File: config.mk
export PLATFORM = sky130hd
export DESIGN_NAME = var_delay_line
export DESIGN_NICKNAME = d
export VERILOG_FILES = /design/src/ddr_seq_pkg.sv /design/src/var_delay_line.sv
export SDC_FILE = /design/constraint.sdc
export NUM_CORES = 1
export LEC_CHECK = 0
export BUFFER_PORTS_ARGS = -buffer_cell sky130_fd_sc_hd__buf_2
export CAP_MARGIN = 10
export CORE_AREA = 2 2 39 41
export DETAILED_ROUTE_END_ITERATION = 10
export DIE_AREA = 0 0 41 43
export HOLD_SLACK_MARGIN = 0.06
export MAX_ROUTING_LAYER = met4
export PLACE_DENSITY = 0.57
export SYNTH_ARGS = -nofsm -noshare
export SYNTH_HDL_FRONTEND = slang
export SYNTH_SLANG_ARGS = --single-unit
File: constraint.sdc
create_clock -name mclk -period 1.67 [get_ports mclk]
set_input_delay 0.2505 -clock mclk [delete_from_list [all_inputs] [get_ports mclk]]
set_output_delay 0.2505 -clock mclk [all_outputs]
set_load 0.05 [all_outputs]
File: src/ddr_seq_pkg.sv
// ddr3 command sequencer package with word layout, bus structs and defaults
package ddr_seq_pkg;

    localparam int CMD_ADDR_BITS  = 10;  // 1024 command words
    localparam int CMD_PAUSE_BITS = 10;  // nop pause length field
    localparam int DLY_BITS       = 4;   // write buffer delay setting
    localparam int ADDRESS_NUMBER = 15;  // ddr3 address pins

    localparam logic [DLY_BITS-1:0] DFLT_WBUF_DELAY = 4'd6;  // 7 cycles total

    localparam int WB_ADR_BITS = 11;  // word address, bit 10 selects registers
    localparam logic [WB_ADR_BITS-1:0] ADR_CTRL       = 11'h400;
    localparam logic [WB_ADR_BITS-1:0] ADR_WBUF_DELAY = 11'h401;

    // command word bit positions
    localparam int DONE_BIT      = 31;  // last word of the sequence
    localparam int BUF_WR_BIT    = 30;  // write to buffer (read data)
    localparam int BUF_RD_BIT    = 29;  // read from buffer (write data)
    localparam int ADD_PAUSE_BIT = 28;  // one extra idle cycle after this word
    localparam int RAS_BIT       = 27;
    localparam int CAS_BIT       = 26;
    localparam int WE_BIT        = 25;
    localparam int BA_LSB        = 22;  // 3 bits
    localparam int ADDR_LSB      = 7;   // ADDRESS_NUMBER bits, pause for nop

    typedef logic [31:0] seq_word_t;

    typedef struct packed {
        logic                   cyc;
        logic                   stb;
        logic                   we;
        logic [WB_ADR_BITS-1:0] adr;
        logic [31:0]            dat;
    } wb_req_t;

    typedef struct packed {
        logic        ack;
        logic [31:0] dat;
    } wb_rsp_t;

    typedef struct packed {
        logic                      ras_n;
        logic                      cas_n;
        logic                      we_n;
        logic [2:0]                ba;
        logic [ADDRESS_NUMBER-1:0] addr;
    } ddr_cmd_t;

    typedef struct packed {
        logic wr;        // buffer write strobe
        logic rd;        // buffer read strobe
        logic page_nxt;  // advance buffer to next page
    } buf_ctl_t;

    typedef struct packed {
        logic [3:0] chn;
        logic       refresh;  // refresh run, chn not meaningful
    } chan_tag_t;

    // ras/cas/we all high
    function automatic logic is_nop(seq_word_t w);
        return w[RAS_BIT:WE_BIT] == 3'b111;
    endfunction

endpackage
File: src/var_delay_line.sv
// programmable delay line, 1 to 2**DLY_BITS cycles, for any packed payload
`timescale 1ns/1ns

module var_delay_line #(
    parameter type T        = logic,
    parameter int  DLY_BITS = ddr_seq_pkg::DLY_BITS
) (
    input  logic                mclk,
    input  logic                rst,
    input  logic [DLY_BITS-1:0] dly_i,
    input  T                    din_i,
    output T                    dout_o
);
    localparam int STAGES = 2**DLY_BITS;

    T sr [STAGES];  // sr[0] is one cycle late

    assign dout_o = sr[dly_i];  // dly_i+1 cycles

    always_ff @(posedge mclk or posedge rst) begin
        if (rst) begin
            for (int i = 0; i < STAGES; i++) begin
                sr[i] <= '0;  // strobes quiet out of reset
            end
        end else begin
            sr[0] <= din_i;
            for (int i = 1; i < STAGES; i++) begin
                sr[i] <= sr[i-1];
            end
        end
    end

endmodule

==> reports/qor.txt <==
Final GP Congestion = 0.641
Met2 routed WL = 356 um
Arr. time, crit path = 1.55 ns
Worst setup SP type = register
Synth area leader = dfrtp_1
Final net count = 44
Pwr dens = 1070 mW/mm2
Final setup TNS = -0.132 ns
Root buf cell = clkbuf_4
Crit Path Class = reg2out
DP Cell Count = 47
CTS tree = yes
CP Capture Type = primary output
DRT Pass-1 Iters = 1
Final wirelength = 722 um
Post-synth top area share = 74.2%
CTS buffer count = 3
Syn-to-layout area delta = 15.3%
Multi-input logic area = 124 um2
Fin. Hold Viols = 0
Failing checks = negative setup slack
Unique masters post-synth = 4
WL/cell = 14.2 um
Fillcell total = 126
Leakage = 0.281 nW
Seq. cell area = 400 um2
Die ar. = 0.00176 mm2
Rows = 14
Die Wd = 41 um
Syn Nets = 31
Post-route clock period utilization = 108%
Core area = 0.00138 mm2
RSZ-0062 raised after global routing = true
Vias in the first global route = 266
HP Class = in2reg
Max Root-Sink Buffers = 2
Met1 wire length = 329 um
Fmax = 555 MHz
PnR worst setup slack = -0.132 ns
Largest net degree at the start of global routing = 17
Max Slew Vio Count = 0
Largest register FFs = 16
Most flop-heavy register = sr
Worst path slowest cell = mux4_2
#FFs+latches synth = 16
Detailed placer's ending HPWL = 527 um
Final clock skew = 0.00474 ns
Final setup vio count = 1
Worst-margin pin slew = 0.552 ns
Crit Path Max Fanout = 2
Worst-Skew Late Latency = 0.27 ns
Met3 routed WL = 36 um
Synth area leaders = dfrtp_1, mux4_1, mux2i_1
Initial Util = 39.0%
H-tree levels = 1
Crit-path cells = mux4_2 -> mux2i_1 -> mux2i_2 -> buf_6
Register area share after synthesis = 74.2%
Slew Limit Headroom = 63.1%
Worst-path clk slew = 0.08 ns
Average size of a mapped cell = 22.5 um2
Io pins = 8
Vias per inst = 4.86
Status = finished with violations
Ant. Diodes = 0
Initial antenna violation count = 0
Max Cap Violations = 0
Warnings, synthesis = 0
Grt ovf = 0
Sink Count = 16
Antenna violation net count after detailed routing = 0
Top layer in use = met3
Tmin final = 1.80 ns
Total number of vias = 248
# DRC = 0
First-pass GRT wire length = 1160 um
Cells after Synth = 24
Post-Syn Area = 539 um2
First DRT Iteration DRCs = 0
IO buf count = 7
Finished Layout Cells = 51
Slowest stage delay, CP = 0.48 ns
IR drop worst, VDD = 0.528 mV
Die H = 43 um
Share of cells above drive strength 1 = 42.9%
Top Registers = sr (16)
GRT Resource Usage Total = 11.0%
Worst Path Required = 1.42 ns
kinds of logic after synthesis:
logic type	synth area share (%)
DFF	74.2
muxes	25.1
buffers and inverters	0.695
final timing paths:
kind	depth (start not counted)	startpoint	to	slack, ns
max in group asynchronous	3	rst	sr[3]	0.74
min reg2reg	0	sr[12]	sr[11]	0.38
min in group asynchronous	3	rst	sr[10]	0.56
max reg2reg	0	sr[7]	sr[6]	1.17
min	1	din_i	sr[15]	0.09
max	4	sr[8]	dout_o	-0.13
Yosys cell counts:
cell	instances
dfrtp_1	16
inv_1	1
mux2i_1	3
mux4_1	4
metal layers:
| layer | global-route usage [%] | vias to the layer above |
|---|---|---|
| met5 | - | - |
| li1 | - | 111 |
| met3 | 3.14 | 0 |
| met2 | 14.1 | 7 |
| met1 | 14.7 | 130 |
| met4 | 8.00 | 0 |
stage by stage:
step / power, mW / util (%) / area, um2 / worst slack (ns) / hold slack, ns
4_1_cts: 0.685 / 44.9 / 622 / -0.162 / 0.0727
3_5_place_dp: 0.487 / 43.2 / 598 / -0.0371 / 0.327
6_report: 0.667 / 44.9 / 622 / -0.132 / 0.0866
5_1_grt: 0.712 / 44.9 / 622 / -0.219 / 0.0614
2_1_floorplan: 0.465 / - / 543 / 0.193 / 0.164
3_3_place_gp: 0.485 / 43.2 / 598 / -0.0140 / 0.310
cell usage in the layout, fill, tap and decap left out, drive strengths merged:
master / instances
inv: 1
mux2i: 3
mux4: 4
buf: 7
clkbuf: 3
dlygate4sd3: 1
dfrtp: 16
where the power goes:
group / switching, mW / internal (mW)
Clock: 0.0955 / 0.0833
Combinational: 0.0367 / 0.0352
Sequential: 0.00950 / 0.407
Total: 0.142 / 0.525
layout make-up:
class                      instances  share of cell area [%]
inverter                           1                   0.604
clock buffer                       3                    3.62
multi-input combinational          7                    19.9
tap                               16                    3.22
timing repair buffer               8                    8.25
sequential                        16                    64.4
critical path, delay by kind of cell (launching register included):
| kind | cells | cell delay, ns |
|---|---|---|
| flip-flops | 1 | 0.38 |
| buffers and inverters | 1 | 0.16 |
| multiplexers | 3 | 0.75 |
what timing repair did:
item,in CTS,in global routing
resized for setup,6,0
endpoints found under the hold margin,16,0
hold buffers,1,0
setup buffers,0,0
setup endpoints to repair,1,1
Note: power is estimated with default switching activity, not from simulation.
