$ cat config.mk
export PLATFORM = sky130hd
export DESIGN_NAME = ddr_seq_regs
export DESIGN_NICKNAME = d
export VERILOG_FILES = /design/src/ddr_seq_pkg.sv /design/src/ddr_seq_regs.sv
export SDC_FILE = /design/constraint.sdc
export NUM_CORES = 1
export LEC_CHECK = 0
export ABC_AREA = 1
export BUFFER_PORTS_ARGS = -buffer_cell sky130_fd_sc_hd__buf_2
export CORE_MARGIN = 3
export CORE_UTILIZATION = 30
export DETAILED_ROUTE_END_ITERATION = 6
export GPL_TIMING_DRIVEN = 1
export PLACE_DENSITY = 0.75
export SYNTH_ARGS = -nofsm -noshare
export SYNTH_HDL_FRONTEND = slang
export SYNTH_SLANG_ARGS = --single-unit
$ cat constraint.sdc
create_clock -name mclk -period 0.9 [get_ports mclk]
set_input_delay 0.09 -clock mclk [delete_from_list [all_inputs] [get_ports mclk]]
set_output_delay 0.09 -clock mclk [all_outputs]
set_load 0.01 [all_outputs]
$ cat src/ddr_seq_pkg.sv
// ddr3 command sequencer package with word layout, bus structs and defaults
package ddr_seq_pkg;

    localparam int CMD_ADDR_BITS  = 10;  // 1024 command words
    localparam int CMD_PAUSE_BITS = 10;  // nop pause length field
    localparam int DLY_BITS       = 4;   // write buffer delay setting
    localparam int ADDRESS_NUMBER = 15;  // ddr3 address pins

    localparam logic [DLY_BITS-1:0] DFLT_WBUF_DELAY = 4'd6;  // 7 cycles total

    localparam int WB_ADR_BITS = 11;  // word address, bit 10 selects registers
    localparam logic [WB_ADR_BITS-1:0] ADR_CTRL       = 11'h400;
    localparam logic [WB_ADR_BITS-1:0] ADR_WBUF_DELAY = 11'h401;

    // command word bit positions
    localparam int DONE_BIT      = 31;  // last word of the sequence
    localparam int BUF_WR_BIT    = 30;  // write to buffer (read data)
    localparam int BUF_RD_BIT    = 29;  // read from buffer (write data)
    localparam int ADD_PAUSE_BIT = 28;  // one extra idle cycle after this word
    localparam int RAS_BIT       = 27;
    localparam int CAS_BIT       = 26;
    localparam int WE_BIT        = 25;
    localparam int BA_LSB        = 22;  // 3 bits
    localparam int ADDR_LSB      = 7;   // ADDRESS_NUMBER bits, pause for nop

    typedef logic [31:0] seq_word_t;

    typedef struct packed {
        logic                   cyc;
        logic                   stb;
        logic                   we;
        logic [WB_ADR_BITS-1:0] adr;
        logic [31:0]            dat;
    } wb_req_t;

    typedef struct packed {
        logic        ack;
        logic [31:0] dat;
    } wb_rsp_t;

    typedef struct packed {
        logic                      ras_n;
        logic                      cas_n;
        logic                      we_n;
        logic [2:0]                ba;
        logic [ADDRESS_NUMBER-1:0] addr;
    } ddr_cmd_t;

    typedef struct packed {
        logic wr;        // buffer write strobe
        logic rd;        // buffer read strobe
        logic page_nxt;  // advance buffer to next page
    } buf_ctl_t;

    typedef struct packed {
        logic [3:0] chn;
        logic       refresh;  // refresh run, chn not meaningful
    } chan_tag_t;

    // ras/cas/we all high
    function automatic logic is_nop(seq_word_t w);
        return w[RAS_BIT:WE_BIT] == 3'b111;
    endfunction

endpackage
$ cat src/ddr_seq_regs.sv
// wishbone classic slave with control registers and command memory write port
`timescale 1ns/1ns

module ddr_seq_regs (
    input  logic                                    mclk,
    input  logic                                    rst,
    input  ddr_seq_pkg::wb_req_t                    wb_i,
    output ddr_seq_pkg::wb_rsp_t                    wb_o,
    output logic                                    mem_we_o,
    output logic [ddr_seq_pkg::CMD_ADDR_BITS-1:0]   mem_waddr_o,
    output ddr_seq_pkg::seq_word_t                  mem_wdata_o,
    output logic                                    ddr_rst_o,
    output logic                                    cke_o,
    output logic [ddr_seq_pkg::DLY_BITS-1:0]        wbuf_delay_o
);
    import ddr_seq_pkg::*;

    logic        ack;
    logic [31:0] rdat;   // read data, valid with ack
    logic        req;    // cyc and stb both up
    logic        wr_en;  // write lands on the ack edge
    logic        mem_sel;

    assign req     = wb_i.cyc && wb_i.stb;
    assign wr_en   = req && wb_i.we && ack;
    assign mem_sel = !wb_i.adr[WB_ADR_BITS-1];  // lower half is sequence memory

    assign mem_we_o    = wr_en && mem_sel;
    assign mem_waddr_o = wb_i.adr[CMD_ADDR_BITS-1:0];
    assign mem_wdata_o = wb_i.dat;

    assign wb_o.ack = ack;
    assign wb_o.dat = rdat;

    // single cycle ack, never back to back
    always_ff @(posedge mclk or posedge rst) begin
        if (rst) begin
            ack <= 1'b0;
        end else begin
            ack <= req && !ack;
        end
    end

    always_ff @(posedge mclk) begin
        if (req && !ack) begin
            case (wb_i.adr)
                ADR_CTRL:       rdat <= {30'b0, cke_o, ddr_rst_o};
                ADR_WBUF_DELAY: rdat <= {{(32-DLY_BITS){1'b0}}, wbuf_delay_o};
                default:        rdat <= '0;  // memory region is write only
            endcase
        end
    end

    always_ff @(posedge mclk or posedge rst) begin
        if (rst) begin
            ddr_rst_o    <= 1'b1;  // ddr held in reset until software releases it
            cke_o        <= 1'b0;
            wbuf_delay_o <= DFLT_WBUF_DELAY;
        end else if (wr_en) begin
            if (wb_i.adr == ADR_CTRL) begin
                ddr_rst_o <= wb_i.dat[0];
                cke_o     <= wb_i.dat[1];
            end
            if (wb_i.adr == ADR_WBUF_DELAY) begin
                wbuf_delay_o <= wb_i.dat[DLY_BITS-1:0];
            end
        end
    end

endmodule

==> out/qor.yml <==
status: "finished, violations left"
violations: "setup timing"
die_w_um: 66.8
worst_setup_path_end_kind: "register"
cpPeakStageDelay_ps: 380
first_pass_iters: 6
reg2reg_depth: 3
utilization: 0.344
nets: 203
path_max_fanout: 5
antenna_found_initial: 0
start_util: 0.322
wl_mm: 2.07
ys_seq_area_frac: 0.269
worstPathCellList: "buf_4 > nor2_1 > buf_4"
grt_overflow_total: 0
vdd_drop_max_uv: 370
p_leak_nw: 0.648
dp_hpwl_mm: 1.59
maxCapViolations: 0
grt_start_max_net_pins: 12
synth_top_area_frac: 0.480
cts.sinks: 11
cts_buffers: 3
track_usage: 0.0809
post-route-period-util: 1.15
synth_cell_types: 16
crit_type: "register to register"
grt_first_pass_wirelength_mm: 2.69
crit_top_cell: "buf_4"
finalHoldViolations: 0
drtAntennaViolNets: 0
viasPerCell: 3.83
min_path_type: "input pin to register"
layout-drive-gt1-share: 0.506
power_per_cell_area_mw_per_mm2: 1070
cts_root_buf: "clkbuf_8"
routedWlPerCell_um: 10.4
slew_viol_final: 0
clkLatencyLatePin_ps: 240
h-tree-depth: 1
design.core.area_mm2: 0.00344
grt_setup_unrepaired: "yes"
cts_buffer_depth: 2
path_clk_slew_ps: 50
grt_pass1_vias: 586
gp_congestion: 0.754
avgSynthCellArea_um2: 8.16
drcViolationCount: 0
ff2ff_setup_slack_ps: -140
io_buffers: 45
clock_skew_ps: 1.95
row_count: 21
max_freq_mhz: 965
dieArea_mm2: 0.00446
cp-start-kind: "register"
syn_inst: 136
antenna_cells: 0
worstPathRequired_ps: 850
vias: 766
yosys_warnings: 0
arrival_ps: 990
boundaryPins: 130
synth_area_leaders: "buf_4 (48%), edfxtp_1 (11%), dfrtp_1 (9.0%)"
post-synth-top-area-cell: "buf_4"
fin_crit_ps: 1040
drtIter0Drc: 18
syn-cell-area_mm2: 0.00111
post-route-worst-setup-slack_ps: -136
hold_depth: 3
final-setup-viol-count: 15
ys_ff_latch: 11
cp_slowest_cell: "dfrtp_1"
die_y_um: 66.8
cts_tree: "done"
hold_ws_ps: 91.8
area_growth_pct: 6.54
## stage by stage
stage	TNS [ps]	total power, mW	instance area, um2	setup slack (ps)	cells
after detailed placement	-876	0.763	980	-119	186
after global routing	-2360	1.32	1180	-191	200
after global placement	-686	0.761	980	-86.0	186
after CTS	-1650	1.26	1110	-154	196
final	-1570	1.26	1180	-136	200
after floorplan	-327	0.925	1210	-54.8	163
## placed cells by master (no fill, tap or decap)
cell type | netlist | routed
dlygate4sd3_1 | 0 | 1
nand2_2 | 0 | 1
nand3_1 | 5 | 3
nand3_2 | 1 | 2
nor3_2 | 0 | 1
nand4_1 | 6 | 6
buf_2 | 0 | 41
nor2_8 | 1 | 1
nor2_2 | 0 | 1
dfstp_2 | 3 | 3
nor2_1 | 6 | 5
dfrtp_1 | 4 | 4
buf_4 | 71 | 8
conb_1 | 1 | 28
clkbuf_1 | 0 | 1
buf_6 | 1 | 8
nand3_4 | 0 | 1
inv_2 | 3 | 4
nand2_1 | 22 | 21
nor2_4 | 3 | 3
buf_12 | 0 | 1
inv_1 | 4 | 3
edfxtp_1 | 4 | 4
clkbuf_8 | 0 | 3
## timing repair
action	CTS	global route
endpoints found under the setup margin	14	20
endpoints found under the hold margin	4	0
pin swaps	6	9
gates resized for setup	6	9
hold buffers	1	0
buffers inserted	5	4
## cell families (layout without fill, tap and decap cells)
| family | count (synthesis) | in the layout | synth area share |
|---|---|---|---|
| flip-flops | 11 | 11 | 0.269 |
| buffers and inverters | 79 | 70 | 0.514 |
| AND/OR/NAND/NOR | 45 | 45 | 0.213 |
| other | 1 | 28 | 0.00338 |
## path summary, 6_finish.rpt
check | startpoint | end
worst min register to register | wbuf_delay_o[0] | wbuf_delay_o[0]
min in group asynchronous | rst | ack
max in group asynchronous | rst | wbuf_delay_o[2]
worst max register to register | ack | rdat[2]
worst max-delay path | ack | rdat[2]
worst min-delay path | wb_i[2] | wbuf_delay_o[2]
## state kept, by name, summed over array words and instances (netlist names)
register and cells:
ack 1, wbuf_delay_o 4, cke_o 1, ddr_rst_o 1
rdat 4
## power by group
group	internal, mW	switching [mW]	total (mW)
Combinational	0.0868	0.156	0.243
Clock	0.310	0.177	0.487
Sequential	0.529	0.00275	0.532
Total	0.926	0.336	1.26
## cells in the mapped netlist (all sizes together)
master   n
buf     72
conb     1
dfrtp    4
dfstp    3
edfxtp   4
inv      7
nand2   22
nand3    6
nand4    6
nor2    10
nor3     1
## area by class of cell
class | count | area, um2
tap | 46 | 57.6
sequential | 11 | 299
multi-input combinational | 73 | 369
timing repair buffer | 59 | 385
clock buffer | 4 | 45.0
inverter | 7 | 26.3
fill | 364 | 2260
## per-layer routing
| metal | track usage | vias to the layer above | part of all wire |
|---|---|---|---|
| met4 | 0.0660 | 0 | 0.037 |
| met5 | 0 | - | 0 |
| met3 | 0.0219 | 17 | 0.11 |
| met2 | 0.142 | 52 | 0.53 |
| li1 | - | 359 | - |
| met1 | 0.0778 | 338 | 0.32 |
## worst max-delay path, delay by kind of cell (launching register included)
family                 cells  cell delay [ps]
DFF                        1              380
buffers and inverters      2              290
and+or+nand+nor            1               80
(Power assumes the default switching activity.)
