==> src/ddr_seq_pkg.sv <==
// ddr3 command sequencer package with word layout, bus structs and defaults
package ddr_seq_pkg;

    localparam int CMD_ADDR_BITS  = 10;  // 1024 command words
    localparam int CMD_PAUSE_BITS = 10;  // nop pause length field
    localparam int DLY_BITS       = 4;   // write buffer delay setting
    localparam int ADDRESS_NUMBER = 15;  // ddr3 address pins

    localparam logic [DLY_BITS-1:0] DFLT_WBUF_DELAY = 4'd6;  // 7 cycles total

    localparam int WB_ADR_BITS = 11;  // word address, bit 10 selects registers
    localparam logic [WB_ADR_BITS-1:0] ADR_CTRL       = 11'h400;
    localparam logic [WB_ADR_BITS-1:0] ADR_WBUF_DELAY = 11'h401;

    // command word bit positions
    localparam int DONE_BIT      = 31;  // last word of the sequence
    localparam int BUF_WR_BIT    = 30;  // write to buffer (read data)
    localparam int BUF_RD_BIT    = 29;  // read from buffer (write data)
    localparam int ADD_PAUSE_BIT = 28;  // one extra idle cycle after this word
    localparam int RAS_BIT       = 27;
    localparam int CAS_BIT       = 26;
    localparam int WE_BIT        = 25;
    localparam int BA_LSB        = 22;  // 3 bits
    localparam int ADDR_LSB      = 7;   // ADDRESS_NUMBER bits, pause for nop

    typedef logic [31:0] seq_word_t;

    typedef struct packed {
        logic                   cyc;
        logic                   stb;
        logic                   we;
        logic [WB_ADR_BITS-1:0] adr;
        logic [31:0]            dat;
    } wb_req_t;

    typedef struct packed {
        logic        ack;
        logic [31:0] dat;
    } wb_rsp_t;

    typedef struct packed {
        logic                      ras_n;
        logic                      cas_n;
        logic                      we_n;
        logic [2:0]                ba;
        logic [ADDRESS_NUMBER-1:0] addr;
    } ddr_cmd_t;

    typedef struct packed {
        logic wr;        // buffer write strobe
        logic rd;        // buffer read strobe
        logic page_nxt;  // advance buffer to next page
    } buf_ctl_t;

    typedef struct packed {
        logic [3:0] chn;
        logic       refresh;  // refresh run, chn not meaningful
    } chan_tag_t;

    // ras/cas/we all high
    function automatic logic is_nop(seq_word_t w);
        return w[RAS_BIT:WE_BIT] == 3'b111;
    endfunction

endpackage
==> src/seq_cmd_decode.sv <==
// registered decode of a command word into ddr3 pins and buffer strobes
`timescale 1ns/1ns

module seq_cmd_decode (
    input  logic                   mclk,
    input  logic                   rst,
    input  logic                   word_valid_i,
    input  logic                   first_i,
    input  ddr_seq_pkg::seq_word_t word_i,
    output ddr_seq_pkg::ddr_cmd_t  cmd_o,
    output logic                   cmd_valid_o,
    output ddr_seq_pkg::buf_ctl_t  buf_o,
    output logic                   done_o
);
    import ddr_seq_pkg::*;

    always_ff @(posedge mclk or posedge rst) begin
        if (rst) begin
            cmd_o       <= '{ras_n: 1'b1, cas_n: 1'b1, we_n: 1'b1, ba: '0, addr: '0};
            cmd_valid_o <= 1'b0;
            buf_o       <= '0;
            done_o      <= 1'b0;
        end else begin
            cmd_valid_o    <= word_valid_i;
            done_o         <= word_valid_i && word_i[DONE_BIT];
            buf_o.wr       <= word_valid_i && word_i[BUF_WR_BIT];
            buf_o.rd       <= word_valid_i && word_i[BUF_RD_BIT];
            buf_o.page_nxt <= word_valid_i && first_i;  // first word of the run
            if (word_valid_i) begin
                cmd_o.ras_n <= word_i[RAS_BIT];
                cmd_o.cas_n <= word_i[CAS_BIT];
                cmd_o.we_n  <= word_i[WE_BIT];
                cmd_o.ba    <= word_i[BA_LSB +: 3];
                // nop address field is the pause length, keep it off the pins
                cmd_o.addr  <= is_nop(word_i) ? '0 : word_i[ADDR_LSB +: ADDRESS_NUMBER];
            end else begin
                cmd_o.ras_n <= 1'b1;  // nop between commands
                cmd_o.cas_n <= 1'b1;
                cmd_o.we_n  <= 1'b1;
            end
        end
    end

endmodule

==> config.mk <==
export PLATFORM = sky130hd
export DESIGN_NAME = seq_cmd_decode
export DESIGN_NICKNAME = d
export VERILOG_FILES = /design/src/ddr_seq_pkg.sv /design/src/seq_cmd_decode.sv
export SDC_FILE = /design/constraint.sdc
export NUM_CORES = 1
export LEC_CHECK = 0
export BUFFER_PORTS_ARGS = -buffer_cell sky130_fd_sc_hd__buf_4
export CORE_MARGIN = 2
export CORE_UTILIZATION = 44
export CTS_BUF_LIST = sky130_fd_sc_hd__clkbuf_2
export DETAILED_ROUTE_END_ITERATION = 12
export GPL_TIMING_DRIVEN = 0
export PLACE_DENSITY_LB_ADDON = 0.25
export SETUP_SLACK_MARGIN = 0.2
export SYNTH_ARGS = -nofsm -noshare
export SYNTH_HDL_FRONTEND = slang
export SYNTH_SLANG_ARGS = --single-unit
==> constraint.sdc <==
create_clock -name mclk -period 0.85 [get_ports mclk]
set_input_delay 0.085 -clock mclk [delete_from_list [all_inputs] [get_ports mclk]]
set_output_delay 0.085 -clock mclk [all_outputs]
set_load 0.02 [all_outputs]
==> flow_summary.yaml <==
die:
  die_w_um: 53.25
  rows: 17
  design.core.area_mm2: 0.002255
  die_area_mm2: 0.002836
  pin_count: 62
  die_height_um: 53.25
  initial_utilization_pct: 47.34
worst_setup_path:
  crit_buf_inv: 1
  critPathTopFamily: "flip-flops"
  slowest_delay_ns: 0.59
  arrival_ns: 1.06
  critPathMaxFanout: 1
  setup.worst_path.end_class: "output pin"
  cp-start-kind: "flop"
  path_cells: "buf_6"
  cp_data_required_time_ns: 0.76
  crit_type: "reg -> out"
  cp_slowest_cell: "dfstp_2"
sta:
  rsz0062_at_grt: "true"
  fin_ws_ns: -0.2927
  clock_skew_ns: 0
  finalHoldViolCount: 26
  fmax_ghz: 0.8752
  hold_slack_ns: -0.2639
  fin_crit_sh_pct: 134.4
  layout_min_cycle_time_ns: 1.143
  worstMarginPinSlew_ns: 0.5560
  maxSlewViolCount: 0
  slew_headroom_pct: 62.86
  setup_viol: 31
route:
  first_pass_iters: 4
  wl_per_cell_um: 18.45
  routed-via-count: 1070
  drc_errors: 0
  vias_per_cell: 5.023
  ant_nets: 0
  wl_um: 3929
  drt_iter0_drc: 11
yosys:
  netlist_area_mm2: 0.001067
  synth-seq-cells: 26
  synth_seq_area_share_pct: 61.31
  avgSynthCellArea_um2: 11.99
  yosysWarnings: 0
  syn_inst: 89
  synth_nets: 125
  ys_types: 15
power_and_ir_drop:
  p_switching_uw: 894.1
  ir_drop_mv: 1.251
  clock_power_share_pct: 15.6
  finalPower_uw: 2963
  p_int_uw: 2069
  pwr-share-comb_pct: 35.4
  switching_share_pct: 30.17
  seqPwrFrac_pct: 48.9
  power_leakage_uw: 0.001009
  power.density_mw_per_mm2: 1406
hold_path:
  hp-class: "in -> async"
clock_tree:
  numCtsBuffers: 3
  cts_root_buf: "clkbuf_2"
  clk_path_buf_depth: 2
  htree_levels: 1
  holdBufCountCts: 23
  cts_num_sinks: 26
  tritoncts: "done"
  clk-insertion-delay-late_ns: 0.34
  path_clk_slew_ns: 0.24
place:
  port_buffers: 53
  dp_hpwl_um: 1654
  gp_congestion: 0.6169
global_route:
  grt_max_degree: 27
  grt_pass1_wl_um: 5347
  gr-total-overflow: 0
  use_met1_pct: 30.31
  use_met3_pct: 6.497
  grt_use_total_pct: 28.00
  busiest_layer: "met2"
  first_global_vias: 1117
  antenna_found_initial: 0
  use_met2_pct: 48.35
job:
  cap_violations: 0
cells_and_area:
  final_nets: 222
  diodes: 0
  area_growth_syn_to_layout_pct: 97.54
  utilization_pct: 93.51
  nFillCells: 70
  mostFrequentLayoutCell: "buf_6"
  drive_above_1_share_pct: 72.43
  final_cell_mix: "buf_6, buf_4, dlygate4sd3_1, dfrtp_2, nand2_1"
run_status:
  violations: "negative hold slack, negative setup slack"
  status: "complete, but fails checks"
-- kinds of logic (layout without fill, tap and decap cells) --
group           count (synthesis)  after routing  synth area share (%)
flops                          26             26                 61.31
simple gates                   23             23                 10.20
buf+inv                        22            118                 10.67
compound gates                 15             15                 14.65
mux                             3              3                 3.165
-- layer usage --
metal / part of all wire (%) / routed length, um / vias up
li1: - / - / 470
met1: 35 / 1372 / 522
met2: 53 / 2089 / 60
met3: 6.3 / 249 / 18
met4: 5.5 / 218 / 0
met5: 0 / 0 / -
-- flip-flops by register name, indices dropped and copies added, names as in the netlist --
name and flops:
buf_o 3, done_o 1, cmd_o 21, cmd_valid_o 1
-- power groups by stage --
| stage | combinational, uW | clock [uW] | sequential (uW) |
|---|---|---|---|
| floorplan | 219 | 0 | 1570 |
| global placement | 637 | 0 | 1440 |
| detailed placement | 654 | 0 | 1440 |
| CTS | 907 | 484 | 1440 |
| global route | 1100 | 535 | 1460 |
| finish | 1050 | 463 | 1450 |
-- synth_stat cells --
cell type | instances | share of area, %
dfrtp_1 | 23 | 54
inv_1 | 16 | 5.6
nand2_1 | 15 | 5.3
o22ai_2 | 10 | 12
o22ai_1 | 5 | 2.9
and2_1 | 4 | 2.3
buf_2 | 3 | 1.4
dfstp_2 | 3 | 7.4
mux2_1 | 3 | 3.2
nand2b_1 | 2 | 1.2
and3_1 | 1 | 0.59
buf_12 | 1 | 1.9
buf_4 | 1 | 0.70
buf_6 | 1 | 1.1
nand2b_2 | 1 | 0.82
-- final cells by class --
type | count | area, um^2 | area share, %
Timing Repair Buffer | 92 | 905.9 | 42.97
Tap cell | 28 | 35.03 | 1.662
Inverter | 16 | 68.82 | 3.264
Clock buffer | 3 | 15.01 | 0.7122
Buffer | 6 | 53.80 | 2.552
Clock inverter | 1 | 3.754 | 0.1780
Sequential cell | 26 | 676.9 | 32.11
Multi-Input combinational cell | 41 | 349.1 | 16.56
-- path summary, 6_finish.rpt --
path / start / to / slack (ns) / cells after the start
min in group mclk: word_i[24] / cmd_o[17] / -0.05 / 2
worst min-delay path: rst / cmd_o[11] / -0.26 / 2
worst max-delay path: cmd_o[19] / cmd_o[19] / -0.29 / 1
worst max register to register: cmd_o[0] / cmd_o[0] / -0.07 / 4
max in group asynchronous: rst / cmd_o[4] / 0.76 / 2
worst min register to register: cmd_o[16] / cmd_o[16] / 0.57 / 1
-- what timing repair did --
action / in CTS / in global routing
pin swaps: 2 / 3
setup endpoints to repair: 41 / 63
buffers inserted: 10 / 6
gates resized for setup: 39 / 17
endpoints found under the hold margin: 49 / 27
-- stage by stage --
step	instances	worst slack, ns	hold slack (ns)	setup TNS [ns]	cell area (um^2)
6_report	213	-0.2927	-0.2639	-5.273	2108
5_1_grt	213	-0.3717	-0.2715	-6.994	2108
4_1_cts	207	-0.3053	-0.07242	-5.392	1999
3_5_place_dp	170	-0.2242	0.2290	-4.787	1534
3_3_place_gp	170	-0.1846	0.2228	-3.875	1534
2_1_floorplan	89	0.02776	0.1164	0	1101
(Power assumes the default switching activity.)
