===== src/ddr_seq_pkg.sv =====
// ddr3 command sequencer package with word layout, bus structs and defaults
package ddr_seq_pkg;

    localparam int CMD_ADDR_BITS  = 10;  // 1024 command words
    localparam int CMD_PAUSE_BITS = 10;  // nop pause length field
    localparam int DLY_BITS       = 4;   // write buffer delay setting
    localparam int ADDRESS_NUMBER = 15;  // ddr3 address pins

    localparam logic [DLY_BITS-1:0] DFLT_WBUF_DELAY = 4'd6;  // 7 cycles total

    localparam int WB_ADR_BITS = 11;  // word address, bit 10 selects registers
    localparam logic [WB_ADR_BITS-1:0] ADR_CTRL       = 11'h400;
    localparam logic [WB_ADR_BITS-1:0] ADR_WBUF_DELAY = 11'h401;

    // command word bit positions
    localparam int DONE_BIT      = 31;  // last word of the sequence
    localparam int BUF_WR_BIT    = 30;  // write to buffer (read data)
    localparam int BUF_RD_BIT    = 29;  // read from buffer (write data)
    localparam int ADD_PAUSE_BIT = 28;  // one extra idle cycle after this word
    localparam int RAS_BIT       = 27;
    localparam int CAS_BIT       = 26;
    localparam int WE_BIT        = 25;
    localparam int BA_LSB        = 22;  // 3 bits
    localparam int ADDR_LSB      = 7;   // ADDRESS_NUMBER bits, pause for nop

    typedef logic [31:0] seq_word_t;

    typedef struct packed {
        logic                   cyc;
        logic                   stb;
        logic                   we;
        logic [WB_ADR_BITS-1:0] adr;
        logic [31:0]            dat;
    } wb_req_t;

    typedef struct packed {
        logic        ack;
        logic [31:0] dat;
    } wb_rsp_t;

    typedef struct packed {
        logic                      ras_n;
        logic                      cas_n;
        logic                      we_n;
        logic [2:0]                ba;
        logic [ADDRESS_NUMBER-1:0] addr;
    } ddr_cmd_t;

    typedef struct packed {
        logic wr;        // buffer write strobe
        logic rd;        // buffer read strobe
        logic page_nxt;  // advance buffer to next page
    } buf_ctl_t;

    typedef struct packed {
        logic [3:0] chn;
        logic       refresh;  // refresh run, chn not meaningful
    } chan_tag_t;

    // ras/cas/we all high
    function automatic logic is_nop(seq_word_t w);
        return w[RAS_BIT:WE_BIT] == 3'b111;
    endfunction

endpackage

===== src/seq_fsm.sv =====
// sequencer fsm with fetch address counter, run busy and done
`timescale 1ns/1ns

module seq_fsm #(
    parameter int CMD_ADDR_BITS = ddr_seq_pkg::CMD_ADDR_BITS
) (
    input  logic                     mclk,
    input  logic                     rst,
    input  logic                     run_seq_i,
    input  logic [CMD_ADDR_BITS-1:0] run_addr_i,
    input  ddr_seq_pkg::chan_tag_t   run_tag_i,
    input  logic                     ddr_rst_i,
    input  logic                     hold_i,
    input  ddr_seq_pkg::seq_word_t   word_i,
    output logic                     ren_o,
    output logic [CMD_ADDR_BITS-1:0] raddr_o,
    output logic                     word_valid_o,
    output logic                     first_o,
    output ddr_seq_pkg::chan_tag_t   tag_o,
    output logic                     run_busy_o,
    output logic                     run_done_o
);
    import ddr_seq_pkg::*;

    typedef enum logic [1:0] {
        S_IDLE,
        S_FETCH,
        S_DRAIN  // done word seen, its command issues now
    } state_t;

    state_t                   state;
    logic [CMD_ADDR_BITS-1:0] addr;
    logic                     rd_pend;    // read issued last cycle
    logic                     start;
    logic                     word_done;
    logic                     hold_ok;    // hold belongs to this run

    assign start     = run_seq_i && (state == S_IDLE) && !ddr_rst_i;
    assign word_done = word_valid_o && word_i[DONE_BIT];
    // a hold left over from an aborted run is ignored until the first word
    assign hold_ok   = !first_o || word_valid_o;

    // words returning outside fetch or during abort are dropped
    assign word_valid_o = rd_pend && (state == S_FETCH) && !ddr_rst_i;
    assign ren_o        = (state == S_FETCH) && !(hold_i && hold_ok) && !word_done;
    assign raddr_o      = addr;
    assign run_busy_o   = state != S_IDLE;
    assign run_done_o   = state == S_DRAIN;

    always_ff @(posedge mclk or posedge rst) begin
        if (rst) begin
            state   <= S_IDLE;
            addr    <= '0;
            rd_pend <= 1'b0;
            first_o <= 1'b0;
            tag_o   <= '0;
        end else begin
            rd_pend <= ren_o;
            if (start) begin
                addr    <= run_addr_i;
                tag_o   <= run_tag_i;  // held for the whole run
                first_o <= 1'b1;
            end else begin
                if (ren_o) addr <= addr + 1'b1;
                if (word_valid_o) first_o <= 1'b0;
            end
            case (state)
                S_IDLE:  if (start) state <= S_FETCH;
                S_FETCH: begin
                    if (ddr_rst_i) state <= S_IDLE;  // abort, no done pulse
                    else if (word_done) state <= S_DRAIN;
                end
                default: state <= S_IDLE;
            endcase
        end
    end

endmodule


===== config.mk =====
export PLATFORM = sky130hd
export DESIGN_NAME = seq_fsm
export DESIGN_NICKNAME = d
export VERILOG_FILES = /design/src/ddr_seq_pkg.sv /design/src/seq_fsm.sv
export SDC_FILE = /design/constraint.sdc
export NUM_CORES = 1
export LEC_CHECK = 0
export BUFFER_PORTS_ARGS = -buffer_cell sky130_fd_sc_hd__buf_2
export CORE_MARGIN = 2
export CORE_UTILIZATION = 35
export CTS_BUF_LIST = sky130_fd_sc_hd__clkbuf_4 sky130_fd_sc_hd__clkbuf_8
export DETAILED_ROUTE_END_ITERATION = 8
export PLACE_DENSITY = 0.71
export SLEW_MARGIN = 25
export SYNTH_ARGS = -nofsm -noshare
export SYNTH_HDL_FRONTEND = slang
export SYNTH_SLANG_ARGS = --single-unit

===== constraint.sdc =====
create_clock -name mclk -period 2.3 [get_ports mclk]
set_clock_uncertainty 0.15 [all_clocks]
set_input_delay 0.345 -clock mclk [delete_from_list [all_inputs] [get_ports mclk]]
set_output_delay 0.345 -clock mclk [all_outputs]
set_load 0.01 [all_outputs]

==> metrics.md <==
| Metric | Value |
|---|---|
| LEAKAGE | 0.593 nW |
| WP data required | 1.80 ns |
| Synth Flop Type | dfrtp_1 |
| Yosys warns | 0 |
| CTS Root Cell | clkbuf_4 |
| Syn nets | 156 |
| Max stage delay on crit path | 0.46 ns |
| Setup TNS Final | 0 ns |
| Part of the cycle the worst path needs | 96.2% |
| Setup-failing EPs final | 0 |
| Number of flops mapped to enable cells by yosys | 0 |
| Unrepaired setup endpoints after global routing | false |
| DP HPWL | 1670 um |
| R2r setup slk | 0.53 ns |
| Antenna violations before repair | 0 |
| Rel. slew slack | 52.0% |
| Seq cells post-synth | 19 |
| Asr flop ratio synth | 100% |
| CTS Sinks | 19 |
| Fin. max-slew vios | 0 |
| Largest net degree at the start of global routing | 22 |
| Die ar. | 0.00325 mm^2 |
| Non-Filler Instances | 176 |
| Nets | 199 |
| Multi-input logic area | 495 um^2 |
| Final WS setup | 0.0883 ns |
| Final hold vios | 10 |
| Tmin final | 2.21 ns |
| # IOs | 72 |
| N_diodes | 0 |
| Tot GR Track Use | 14.3% |
| Core Region | 0.00271 mm^2 |
| Port-buffer cells | 40 |
| Worst vdd ir | 0.446 mV |
| First-pass detailed-route iteration total | 2 |
| Remaining DRCs | 0 |
| Top cell type's share of synthesized area | 48.3% |
| CP max-delay cell | dfrtp_1 |
| Commonest cells post-synth | nand2_1, dfrtp_1, xnor2_1, o21ai_1 |
| Worst Tran Pin Value | 0.719 ns |
| Max Buffers Root-to-Sink | 2 |
| Worst Setup End Kind | primary output |
| Crit path max fanout | 10 |
| HP Class | input pin to async pin |
| Via count | 867 |
| Rows | 19 |
| Post-route ant nets | 0 |
| Layout cells sized above 1 | 38.6% |
| Routed len/inst | 12.7 um |
| Register area share after synthesis | 48.3% |
| Wirelength, routed | 2240 um |
| Clock buffer count from CTS | 3 |
| FMAX | 0.452 GHz |
| Clk_lat worst skew | 0.29 ns |
| Initial drt markers | 12 |
| Most frequent cell after synthesis | nand2_1 |
| Reg clk slew, reported paths | 0.11 ns |
| Setup WS pre-CTS | 0.374 ns |
| Power Dens Cells | 798 mW/mm^2 |
| Vias per inst | 4.93 |
| Fillers | 283 |
| Global-route wire length before repair | 3710 um |
| Top post-synthesis cells by area | dfrtp_1, nand2_1, xnor2_1 |
| Worst-path cell chain | nand4bb_2 > a21boi_4 > nor2_2 > buf_2 |
| CTS tree | built |
| Initial Utilization | 36.3% |
| Die X | 57.0 um |
| Final RePlAce weighted congestion | 0.825 |
| Cell variety after synth | 30 |
| Status | complete, but fails checks |
| Total grt overflow | 0 |
| Vias in the first global route | 888 |
| Critical path class | flip-flop to primary output |
| Dominant cell type by area after synthesis | dfrtp_1 |
| Critical path launch point type | flip-flop |
| Post_cts resized | 0 |
| Post-Synthesis Cells | 103 |
| Hold buffers post-CTS | 0 |
| Die height | 57.0 um |
| Syn avg cell area | 9.56 um^2 |
| Tot Pwr | 0.999 mW |
| Placed cell count | 172 |
| FF/Latch Area | 475 um^2 |
| Synthesized cell area | 985 um^2 |
| P&R area growth vs syn | 27.2% |
| Final hold slack | -0.00291 ns |
| Maximum Capacitance Violations | 0 |
| CP arrival | 1.72 ns |
| Failing checks | hold timing |
| H-tree levels | 1 |
-- cell type report --
class / count / area share, %
multi-input combinational: 79 / 39.6
clock buffer: 3 / 1.80
timing repair buffer: 41 / 16.6
tap: 31 / 3.10
inverter: 2 / 0.599
clock inverter: 1 / 0.400
sequential: 19 / 38.0
-- report_power, final --
group	total [mW]	internal, mW	switching (mW)
logic	0.334	0.158	0.177
clock network	0.170	0.0647	0.105
registers	0.495	0.411	0.0841
total	0.999	0.633	0.366
-- state kept, by name (all words and copies together), names as in the netlist --
| register | cells |
|---|---|
| state | 2 |
| raddr_o | 10 |
| rd_pend | 1 |
| first_o | 1 |
| tag_o | 5 |
-- logic make-up after synthesis --
| family | after synthesis | synth area share [%] |
|---|---|---|
| simple gates | 56 | 32.5 |
| buf+inv | 5 | 2.03 |
| xor+xnor | 8 | 7.12 |
| flops | 19 | 48.3 |
| compound gates | 14 | 8.77 |
| fa+ha+maj | 1 | 1.27 |
-- worst paths after layout --
path	start	end	depth (start not counted)
setup / recovery	state[1]$_DFFE_PP0P_	ren_o	4
hold / removal	rst	tag_o[2]$_DFFE_PP0P_	2
setup reg to reg	state[1]$_DFFE_PP0P_	raddr_o[0]$_DFFE_PP0P_	5
hold reg to reg	tag_o[3]$_DFFE_PP0P_	tag_o[3]$_DFFE_PP0P_	2
max in group asynchronous	rst	raddr_o[8]$_DFFE_PP0P_	2
min in group mclk	run_tag_i[0]	tag_o[0]$_DFFE_PP0P_	3
-- cell usage in the layout (no fill, tap or decap), types with 5 or more instances in the layout --
master,n
nand3_1,5
nor3_1,5
nand2_1,24
buf_2,40
o21ai_1,6
xnor2_1,8
dfrtp_1,19
-- critical path: cells and delay by family (launching register included) --
| family | cells | cell delay, ns |
|---|---|---|
| DFF | 1 | 0.46 |
| and+or+nand+nor | 2 | 0.44 |
| buffers and inverters | 1 | 0.16 |
| AOI/OAI and AO/OA | 1 | 0.36 |
-- layer usage --
| metal | GRT usage (%) | wire (um) |
|---|---|---|
| met3 | 3.17 | 143 |
| met1 | 17.6 | 1010 |
| met5 | 0 | 0 |
| met2 | 25.3 | 1080 |
| met4 | 3.65 | 8 |
-- stage by stage --
stage | util [%] | cell area [um^2]
detailed placement | 45.2 | 1220
finish | 46.2 | 1250
CTS | 46.2 | 1250
floorplan | - | 985
global route | 46.2 | 1250
global placement | 45.2 | 1220
-- what timing repair did --
| item | CTS | global route |
|---|---|---|
| hold endpoints to repair | 0 | 0 |
| setup endpoints to repair | 0 | 1 |
| setup buffers | 0 | 0 |
Note: power is estimated with default switching activity, not from simulation.
