$ cat config.mk
export PLATFORM = sky130hd
export DESIGN_NAME = pause_timer
export DESIGN_NICKNAME = d
export VERILOG_FILES = /design/src/ddr_seq_pkg.sv /design/src/pause_timer.sv
export SDC_FILE = /design/constraint.sdc
export NUM_CORES = 1
export LEC_CHECK = 0
export ABC_AREA = 1
export BUFFER_PORTS_ARGS = -buffer_cell sky130_fd_sc_hd__buf_2
export CAP_MARGIN = 20
export CORE_MARGIN = 1
export CORE_UTILIZATION = 52
export DETAILED_ROUTE_END_ITERATION = 8
export GPL_ROUTABILITY_DRIVEN = 0
export PLACE_DENSITY = 0.93
export SYNTH_ARGS = -nofsm -noshare
export SYNTH_HDL_FRONTEND = slang
export SYNTH_SLANG_ARGS = --single-unit
export TNS_END_PERCENT = 30
$ cat constraint.sdc
create_clock -name mclk -period 4.49 [get_ports mclk]
set_clock_uncertainty 0.15 [all_clocks]
set_input_delay 0.898 -clock mclk [delete_from_list [all_inputs] [get_ports mclk]]
set_output_delay 0.898 -clock mclk [all_outputs]
set_load 0.005 [all_outputs]
$ cat src/ddr_seq_pkg.sv
// ddr3 command sequencer package with word layout, bus structs and defaults
package ddr_seq_pkg;

    localparam int CMD_ADDR_BITS  = 10;  // 1024 command words
    localparam int CMD_PAUSE_BITS = 10;  // nop pause length field
    localparam int DLY_BITS       = 4;   // write buffer delay setting
    localparam int ADDRESS_NUMBER = 15;  // ddr3 address pins

    localparam logic [DLY_BITS-1:0] DFLT_WBUF_DELAY = 4'd6;  // 7 cycles total

    localparam int WB_ADR_BITS = 11;  // word address, bit 10 selects registers
    localparam logic [WB_ADR_BITS-1:0] ADR_CTRL       = 11'h400;
    localparam logic [WB_ADR_BITS-1:0] ADR_WBUF_DELAY = 11'h401;

    // command word bit positions
    localparam int DONE_BIT      = 31;  // last word of the sequence
    localparam int BUF_WR_BIT    = 30;  // write to buffer (read data)
    localparam int BUF_RD_BIT    = 29;  // read from buffer (write data)
    localparam int ADD_PAUSE_BIT = 28;  // one extra idle cycle after this word
    localparam int RAS_BIT       = 27;
    localparam int CAS_BIT       = 26;
    localparam int WE_BIT        = 25;
    localparam int BA_LSB        = 22;  // 3 bits
    localparam int ADDR_LSB      = 7;   // ADDRESS_NUMBER bits, pause for nop

    typedef logic [31:0] seq_word_t;

    typedef struct packed {
        logic                   cyc;
        logic                   stb;
        logic                   we;
        logic [WB_ADR_BITS-1:0] adr;
        logic [31:0]            dat;
    } wb_req_t;

    typedef struct packed {
        logic        ack;
        logic [31:0] dat;
    } wb_rsp_t;

    typedef struct packed {
        logic                      ras_n;
        logic                      cas_n;
        logic                      we_n;
        logic [2:0]                ba;
        logic [ADDRESS_NUMBER-1:0] addr;
    } ddr_cmd_t;

    typedef struct packed {
        logic wr;        // buffer write strobe
        logic rd;        // buffer read strobe
        logic page_nxt;  // advance buffer to next page
    } buf_ctl_t;

    typedef struct packed {
        logic [3:0] chn;
        logic       refresh;  // refresh run, chn not meaningful
    } chan_tag_t;

    // ras/cas/we all high
    function automatic logic is_nop(seq_word_t w);
        return w[RAS_BIT:WE_BIT] == 3'b111;
    endfunction

endpackage
$ cat src/pause_timer.sv
// down counter holding off fetch for nop pauses and added pause cycles
`timescale 1ns/1ns

module pause_timer #(
    parameter int CMD_PAUSE_BITS = ddr_seq_pkg::CMD_PAUSE_BITS
) (
    input  logic                   mclk,
    input  logic                   rst,
    input  logic                   word_valid_i,
    input  ddr_seq_pkg::seq_word_t word_i,
    output logic                   hold_o
);
    import ddr_seq_pkg::*;

    logic [CMD_PAUSE_BITS-1:0] cnt;       // remaining idle cycles after this one
    logic [CMD_PAUSE_BITS-1:0] plen;
    logic [CMD_PAUSE_BITS-1:0] len;       // idle cycles this word asks for
    logic                      load;

    assign plen = word_i[ADDR_LSB +: CMD_PAUSE_BITS];
    // nop length wins, a zero length nop can still carry add_pause
    assign len  = (is_nop(word_i) && plen != '0) ? plen
                : CMD_PAUSE_BITS'(word_i[ADD_PAUSE_BIT]);
    assign load = word_valid_i && (len != '0);

    // stops the read in the same cycle the pausing word arrives
    assign hold_o = load || (cnt != '0);

    always_ff @(posedge mclk or posedge rst) begin
        if (rst) begin
            cnt <= '0;
        end else if (load) begin
            cnt <= len - 1'b1;  // this cycle already counts
        end else if (cnt != '0) begin
            cnt <= cnt - 1'b1;
        end
    end

endmodule

==> results of run 1 <==
-- metal layers --
layer | wire (um) | vias up | track usage | part of all wire
met3 | 84 | 8 | 0.07200 | 0.046
met2 | 972 | 24 | 0.4324 | 0.53
met5 | 0 | - | 0 | 0
li1 | - | 439 | - | -
met1 | 751 | 371 | 0.2164 | 0.41
met4 | 31 | 0 | 0.03636 | 0.017
-- worst max-delay path by stage --
stage                           from     end  cells after the start
after global routing       word_i[9]  hold_o                      8
after CTS                  word_i[9]  hold_o                      8
final                     word_i[11]  hold_o                      8
after global placement     word_i[9]  hold_o                      8
after floorplan           word_i[11]  hold_o                      7
after detailed placement  word_i[11]  hold_o                      8
-- cell type report --
type	count	area [um2]
tap	25	31.28
sequential	10	250.2
fill	158	653.1
timing repair buffer	17	85.08
clock buffer	4	36.28
inverter	26	97.59
multi-input combinational	92	573.1
-- through the flow --
step / area (um2) / setup WS [ps] / cells / utilization / power [mW]
after floorplan: 948.4 / 1756 / 130 / - / 0.2718
after global placement: 1037 / 1458 / 170 / 0.6007 / 0.2938
after detailed placement: 1037 / 1389 / 170 / 0.6007 / 0.3028
after CTS: 1074 / 1389 / 174 / 0.6217 / 0.3843
after global routing: 1074 / 1242 / 174 / 0.6217 / 0.4135
final: 1074 / 1378 / 174 / 0.6217 / 0.3822
-- cell families (layout without fill, tap and decap cells) --
kind of cell               count (synthesis)  count (layout)  share of synthesized area
adders and majority gates                  1               1                    0.01319
xor gates and xnor gates                   1               1                   0.009237
and+or+nand+nor                           81              81                     0.5092
buffers and inverters                     28              47                     0.1319
DFF                                       10              10                     0.2639
AOI/OAI and AO/OA                          9               9                    0.07256
-- worst reg2reg max path: stages, from the launching register on --
cell,delay (ps)
dfrtp_1,360
inv_1,110
nand4_1,120
nor4_1,250
nand2_1,180
inv_1,220
nor2_1,80
-- layout by cell type (no fill, tap or decap), types with 2 or more instances in the layout --
cell	synthesis	routed
nor2_2	4	4
inv_2	2	2
clkbuf_4	0	3
buf_2	0	17
nand3_2	2	2
nor2_4	4	4
nand2_4	11	11
nor2_1	9	9
nand2_2	4	4
dfrtp_1	10	10
inv_1	24	24
nand3_1	17	17
a21oi_1	4	4
nand2_1	25	25
nand4_1	3	3
-- power by group --
group          switching (mW)  internal [mW]
registers             0.00727          0.115
logic                   0.117         0.0629
clock network          0.0312         0.0492
total                   0.155          0.227
==> results.md, run 1 <==
- Status: complete, no violations
- Sequential area share after synthesis: 0.2639
- CP Launch Type: input port
- Leading area contributor after synthesis: dfrtp_1
- Leakage: ~0.60 nW
- 1st-iter DRT viols: 23
- Worst endpoint data arrival time: between 2000 and 2500 ps
- First-pass GRT wire length: around 3100 um
- DRC violations left: 0
- Fin crit period: 3112 ps
- TritonCTS clock tree: built
- CTS buffer count: 3
- Initial antenna violation count: 0
- CP max stage cell: o21bai_4
- Starting Density: 0.5493
- Number of diodes: 0
- Crit-path max FO: 14
- Leading registers by flop count: cnt (10)
- Hold Crit Class: input port to asynchronous set/reset pin
- Number of flip-flops in the largest register: 10
- IO Count: 36
- #FFs+latches synth: 10
- FF-to-FF Start: cnt[6]
- CTS Hold Bufs: 0
- Setup bufs post-CTS: 0
- # H-tree levels: 1
- WHS: 440.0 ps
- Fmax: ~320 MHz
- Worst skew pair latency: 270 ps
- Synth warn: 0
- Vias in the first global route: a little over 800
- Number of synthesized flops with an enable pin: 0
- Leading cell types by count after synthesis: nand2_1 (25), inv_1 (24), nand3_1 (17)
- DR WL/cell: about 11 um
- Required @ worst endpoint: between 3000 and 4000 ps
- Critical path class: input port to primary output
- Library cells used by synthesis: 24
- Pin count of the biggest net entering global routing: 15
- Nets@finish: between 150 and 200
- Worst R2R Path Depth: 6
- Cts repair resizes: 0
- Fin. max-slew vios: 0
- Synthesis-to-finish area growth: 13.19%
- Gate Count Post-Synth: between 100 and 150
- Crit end category: primary output
- Final setup viols: 0
- Synth area leaders: dfrtp_1 (26%), nand2_4 (13%), nand2_1 (9.9%)
- Post-synth ARST share: 1.000
- Final hold viol count: 0
- Reg-to-reg endpoint: cnt[3]
- # port buffers: 17
- Global-route usage over all layers: 0.2164
- Mapped Nets: 166
- RSZ-0062 raised after global routing: false
- Total grt overflow: 0
- Share of layout cells above drive strength 1: 0.3490
- Max incr delay on CP: 210 ps
- Worst Path Buf+Inv: 2
- Mapped Area: between 900 and 1000 um2
- Top reg by flops: cnt
- Mapped Avg Cell Area: about 7.3 um2
- Die Area: 1999 um2
- Critical Path, Cell by Cell: buf_2 -> nor2_1 -> nand2_1 -> o21bai_4 -> nand2_4 -> nand2_4 -> nand2_1 -> buf_2
- Standard-cell row count: 15
- Count leader, synth: nand2_1
- Avg Vias per Cell: 4.839
- TNS Setup: 0 ps
- Synth top area share: 0.2639
- Clock sinks: 10
- Cell Pwr Density: around 360 nW/um2
- Vias after detailed routing: 842
- Relative slew slack: 0.7418
- CTS clk-pin slew, worst paths: approximately 70 ps
- VDD IR-drop max: 0.2808 mV
- CTS Root Cell: clkbuf_4
- DR pass1 iterations: 4
- Post-DP HPWL: between 1500 and 2000 um
- Core area: about 1700 um2
- Die width: 44.71 um
- Max-cap viol count: 0
- Tcrit/Tclk final: 0.6930
- Routed WL: 1839 um
- Max clock buf depth: 2
- Worst Tran Pin Value: between 300 and 400 ps
- Ys flop type: dfrtp_1
- Top delay family on crit path: simple AND/OR/NAND/NOR gates
- Register-to-register setup slack: just under 3000 ps
- Die Ht: around 45 um
- Antenna-violating nets left: 0
No activity file was read; power rests on OpenSTA's default activity.
==> inputs of run 2 (changes only) <==
--- a/config.mk
+++ b/config.mk
@@ -9,10 +9,10 @@
 export BUFFER_PORTS_ARGS = -buffer_cell sky130_fd_sc_hd__buf_2
 export CAP_MARGIN = 20
 export CORE_MARGIN = 1
-export CORE_UTILIZATION = 52
+export CORE_UTILIZATION = 48
 export DETAILED_ROUTE_END_ITERATION = 8
 export GPL_ROUTABILITY_DRIVEN = 0
-export PLACE_DENSITY = 0.93
+export PLACE_DENSITY = 0.87
 export SYNTH_ARGS = -nofsm -noshare
 export SYNTH_HDL_FRONTEND = slang
 export SYNTH_SLANG_ARGS = --single-unit
==> constraint.sdc (replaced) <==
create_clock -name mclk -period 2.91 [get_ports mclk]
set_clock_uncertainty 0.15 [all_clocks]
set_input_delay 0.582 -clock mclk [delete_from_list [all_inputs] [get_ports mclk]]
set_output_delay 0.582 -clock mclk [all_outputs]
set_load 0.005 [all_outputs]
==> results.md, run 2 (same netlist as run 1, synthesis figures left out) <==
- Register-to-register setup slack: 1370 ps (was 2890 ps)
- FF-to-FF Start: cnt[6] (unchanged)
- Worst skew pair latency: 260 ps (was 270 ps)
- Standard-cell row count: 15 (unchanged)
- Initial antenna violation count: 0 (unchanged)
- Final hold viol count: 0 (unchanged)
- Fin crit period: 2459 ps
- Pre-CTS setup slack: 375.6 ps (was 1389 ps)
- # port buffers: 17 (unchanged)
- Gate power share: 0.500 (was 0.470)
- Leakage: 0.5969 nW (was 0.6041 nW)
- 1st-iter DRT viols: 16 (was 23)
- Reg area: 250.2 um2 (unchanged)
- Sw Ratio: 0.4226 (was 0.4059)
- Multi-input gate area: 573.1 um2 (unchanged)
- Crit path to: hold_o (unchanged)
- Reg-to-reg endpoint: cnt[0] (was cnt[3])
- Vias in the first global route: 803 (was 822)
- CP Launch Type: input port (unchanged)
- Antenna-violating nets left: 0 (unchanged)
- Cts repair resizes: 0 (unchanged)
- TNS Setup: 0 ps (unchanged)
- Die Ht: 46.45 um (was 44.71 um)
- Status: complete, no violations (unchanged)
- Starting Density: 0.5319 (was 0.5493)
- Vias after detailed routing: 839 (was 842)
- CTS Root Cell: clkbuf_4 (unchanged)
- Critical path class: input port to primary output (unchanged)
- Final critical-path setup slack: 451.4 ps (was 1378 ps)
- Core area: 1783 um2 (was 1727 um2)
- Crit end category: primary output (unchanged)
- DR pass1 iterations: 4 (unchanged)
- Worst endpoint data arrival time: 1730 ps (was 2060 ps)
- CTS buffer count: 3 (unchanged)
- DR WL/cell: 10.62 um (was 10.57 um)
- Int Power: 0.3220 mW (was 0.2271 mW)
- VDD IR-drop max: 0.2873 mV (was 0.2808 mV)
- Fin util: 0.5944 (was 0.6217)
- Nets@finish: 186 (unchanged)
- Max clock buf depth: 2 (unchanged)
- DRC violations left: 0 (unchanged)
- Most frequent cells in the layout: nand2_1 (25), inv_1 (24), nand3_1 (17), buf_2 (17), nand2_4 (11) (unchanged)
- IO Count: 36 (unchanged)
- Commonest non-fill, non-tap cell in the layout: nand2_1 (unchanged)
- Final setup viols: 0 (unchanged)
- Fmax: between 400 and 500 MHz
- RSZ-0062 raised after global routing: false (unchanged)
- Seq pwr share: 0.335 (was 0.320)
- Relative slew slack: 0.7408 (was 0.7418)
- Post-DP HPWL: 1564 um (was 1568 um)
- Total grt overflow: 0 (unchanged)
- Setup bufs post-CTS: 0 (unchanged)
- Fill cells: 167 (was 158)
- Clock power share: 0.165 (was 0.210)
- Cell Pwr Density: 526.1 nW/um2 (was 356.0 nW/um2)
- Global-route usage over all layers: 0.2120 (was 0.2164)
- Avg Vias per Cell: 4.850 (was 4.839)
- Crit path from: word_i[11] (unchanged)
- Number of flip-flops in the largest register: 10 (unchanged)
- Die Area: 2158 um2 (was 1999 um2)
- Leading registers by flop count: cnt (10) (unchanged)
- Die width: 46.45 um (was 44.71 um)
- Clock sinks: 10 (unchanged)
- # H-tree levels: 1 (unchanged)
- Fin. max-slew vios: 0 (unchanged)
- CTS Hold Bufs: 0 (unchanged)
- Number of diodes: 0 (unchanged)
- Routed WL: 1838 um (was 1839 um)
- Synthesis-to-finish area growth: 11.74% (was 13.19%)
- Required @ worst endpoint: 2180 ps (was 3440 ps)
- Switching power: 0.2356 mW (was 0.1551 mW)
- TritonCTS clock tree: built (unchanged)
- Pin count of the biggest net entering global routing: 15 (unchanged)
- Hold Crit Class: input port to asynchronous set/reset pin (unchanged)
- Tcrit/Tclk final: 0.8449
- Worst R2R Path Depth: 6 (unchanged)
- Max-cap viol count: 0 (unchanged)
- CTS clk-pin slew, worst paths: 60 ps (was 70 ps)
- Crit-path max FO: 14 (unchanged)
- First-pass GRT wire length: 3222 um (was 3139 um)
- Top reg by flops: cnt (unchanged)
- Share of layout cells above drive strength 1: 0.3446 (was 0.3490)
- Worst Tran Pin Value: 388.4 ps (was 386.8 ps)
run 2: cell count changes in the layout (fill, tap and decap cells not counted), sizes merged:
cell	before	now
clkbuf	4	3
run 2: power by group through the flow:
stage	clock network [mW]	registers, mW	logic [mW]
after floorplan	0	0.188	0.232
final	0.0921	0.187	0.279
after CTS	0.0961	0.187	0.279
after global routing	0.102	0.191	0.310
after detailed placement	0	0.190	0.277
after global placement	0	0.190	0.265
run 2: area by class of cell:
class                      instances  share of cell area
clock buffer                       3             0.02125
inverter                          26             0.09209
multi-input combinational         92              0.5407
sequential                        10              0.2361
tap                               25             0.02952
timing repair buffer              17             0.08028
run 2: how the worst min path moves through the flow:
stage	start	to	slack, ps	depth (start not counted)
finish	rst	cnt[5]	130	2
global route	rst	cnt[5]	170	2
CTS	rst	cnt[5]	150	2
detailed placement	rst	cnt[3]	430	2
global placement	rst	cnt[0]	430	2
floorplan	rst	cnt[0]	270	1
run 2: stage by stage:
step / instances / total power, mW / area, um2 / hold WS (ps)
final: 173 / 0.5576 / 1060 / 133.8
after floorplan: 130 / 0.4194 / 948.4 / 272.2
after detailed placement: 170 / 0.4674 / 1037 / 432.4
after CTS: 173 / 0.5622 / 1060 / 147.2
after global routing: 173 / 0.6036 / 1060 / 168.5
after global placement: 170 / 0.4546 / 1037 / 425.1
run 2: worst max-delay path: stages:
cell      delay [ps]
buf_2            100
nor2_1           100
nand2_1          120
o21bai_4         210
nand2_4          110
nand2_4          190
nand2_1          140
buf_2            150
run 2: metal layers:
layer | share of wire | global-route usage
met2 | 0.51 | 0.3917
met3 | 0.034 | 0.05882
met5 | 0 | 0
met1 | 0.44 | 0.2404
met4 | 0.013 | 0.03529
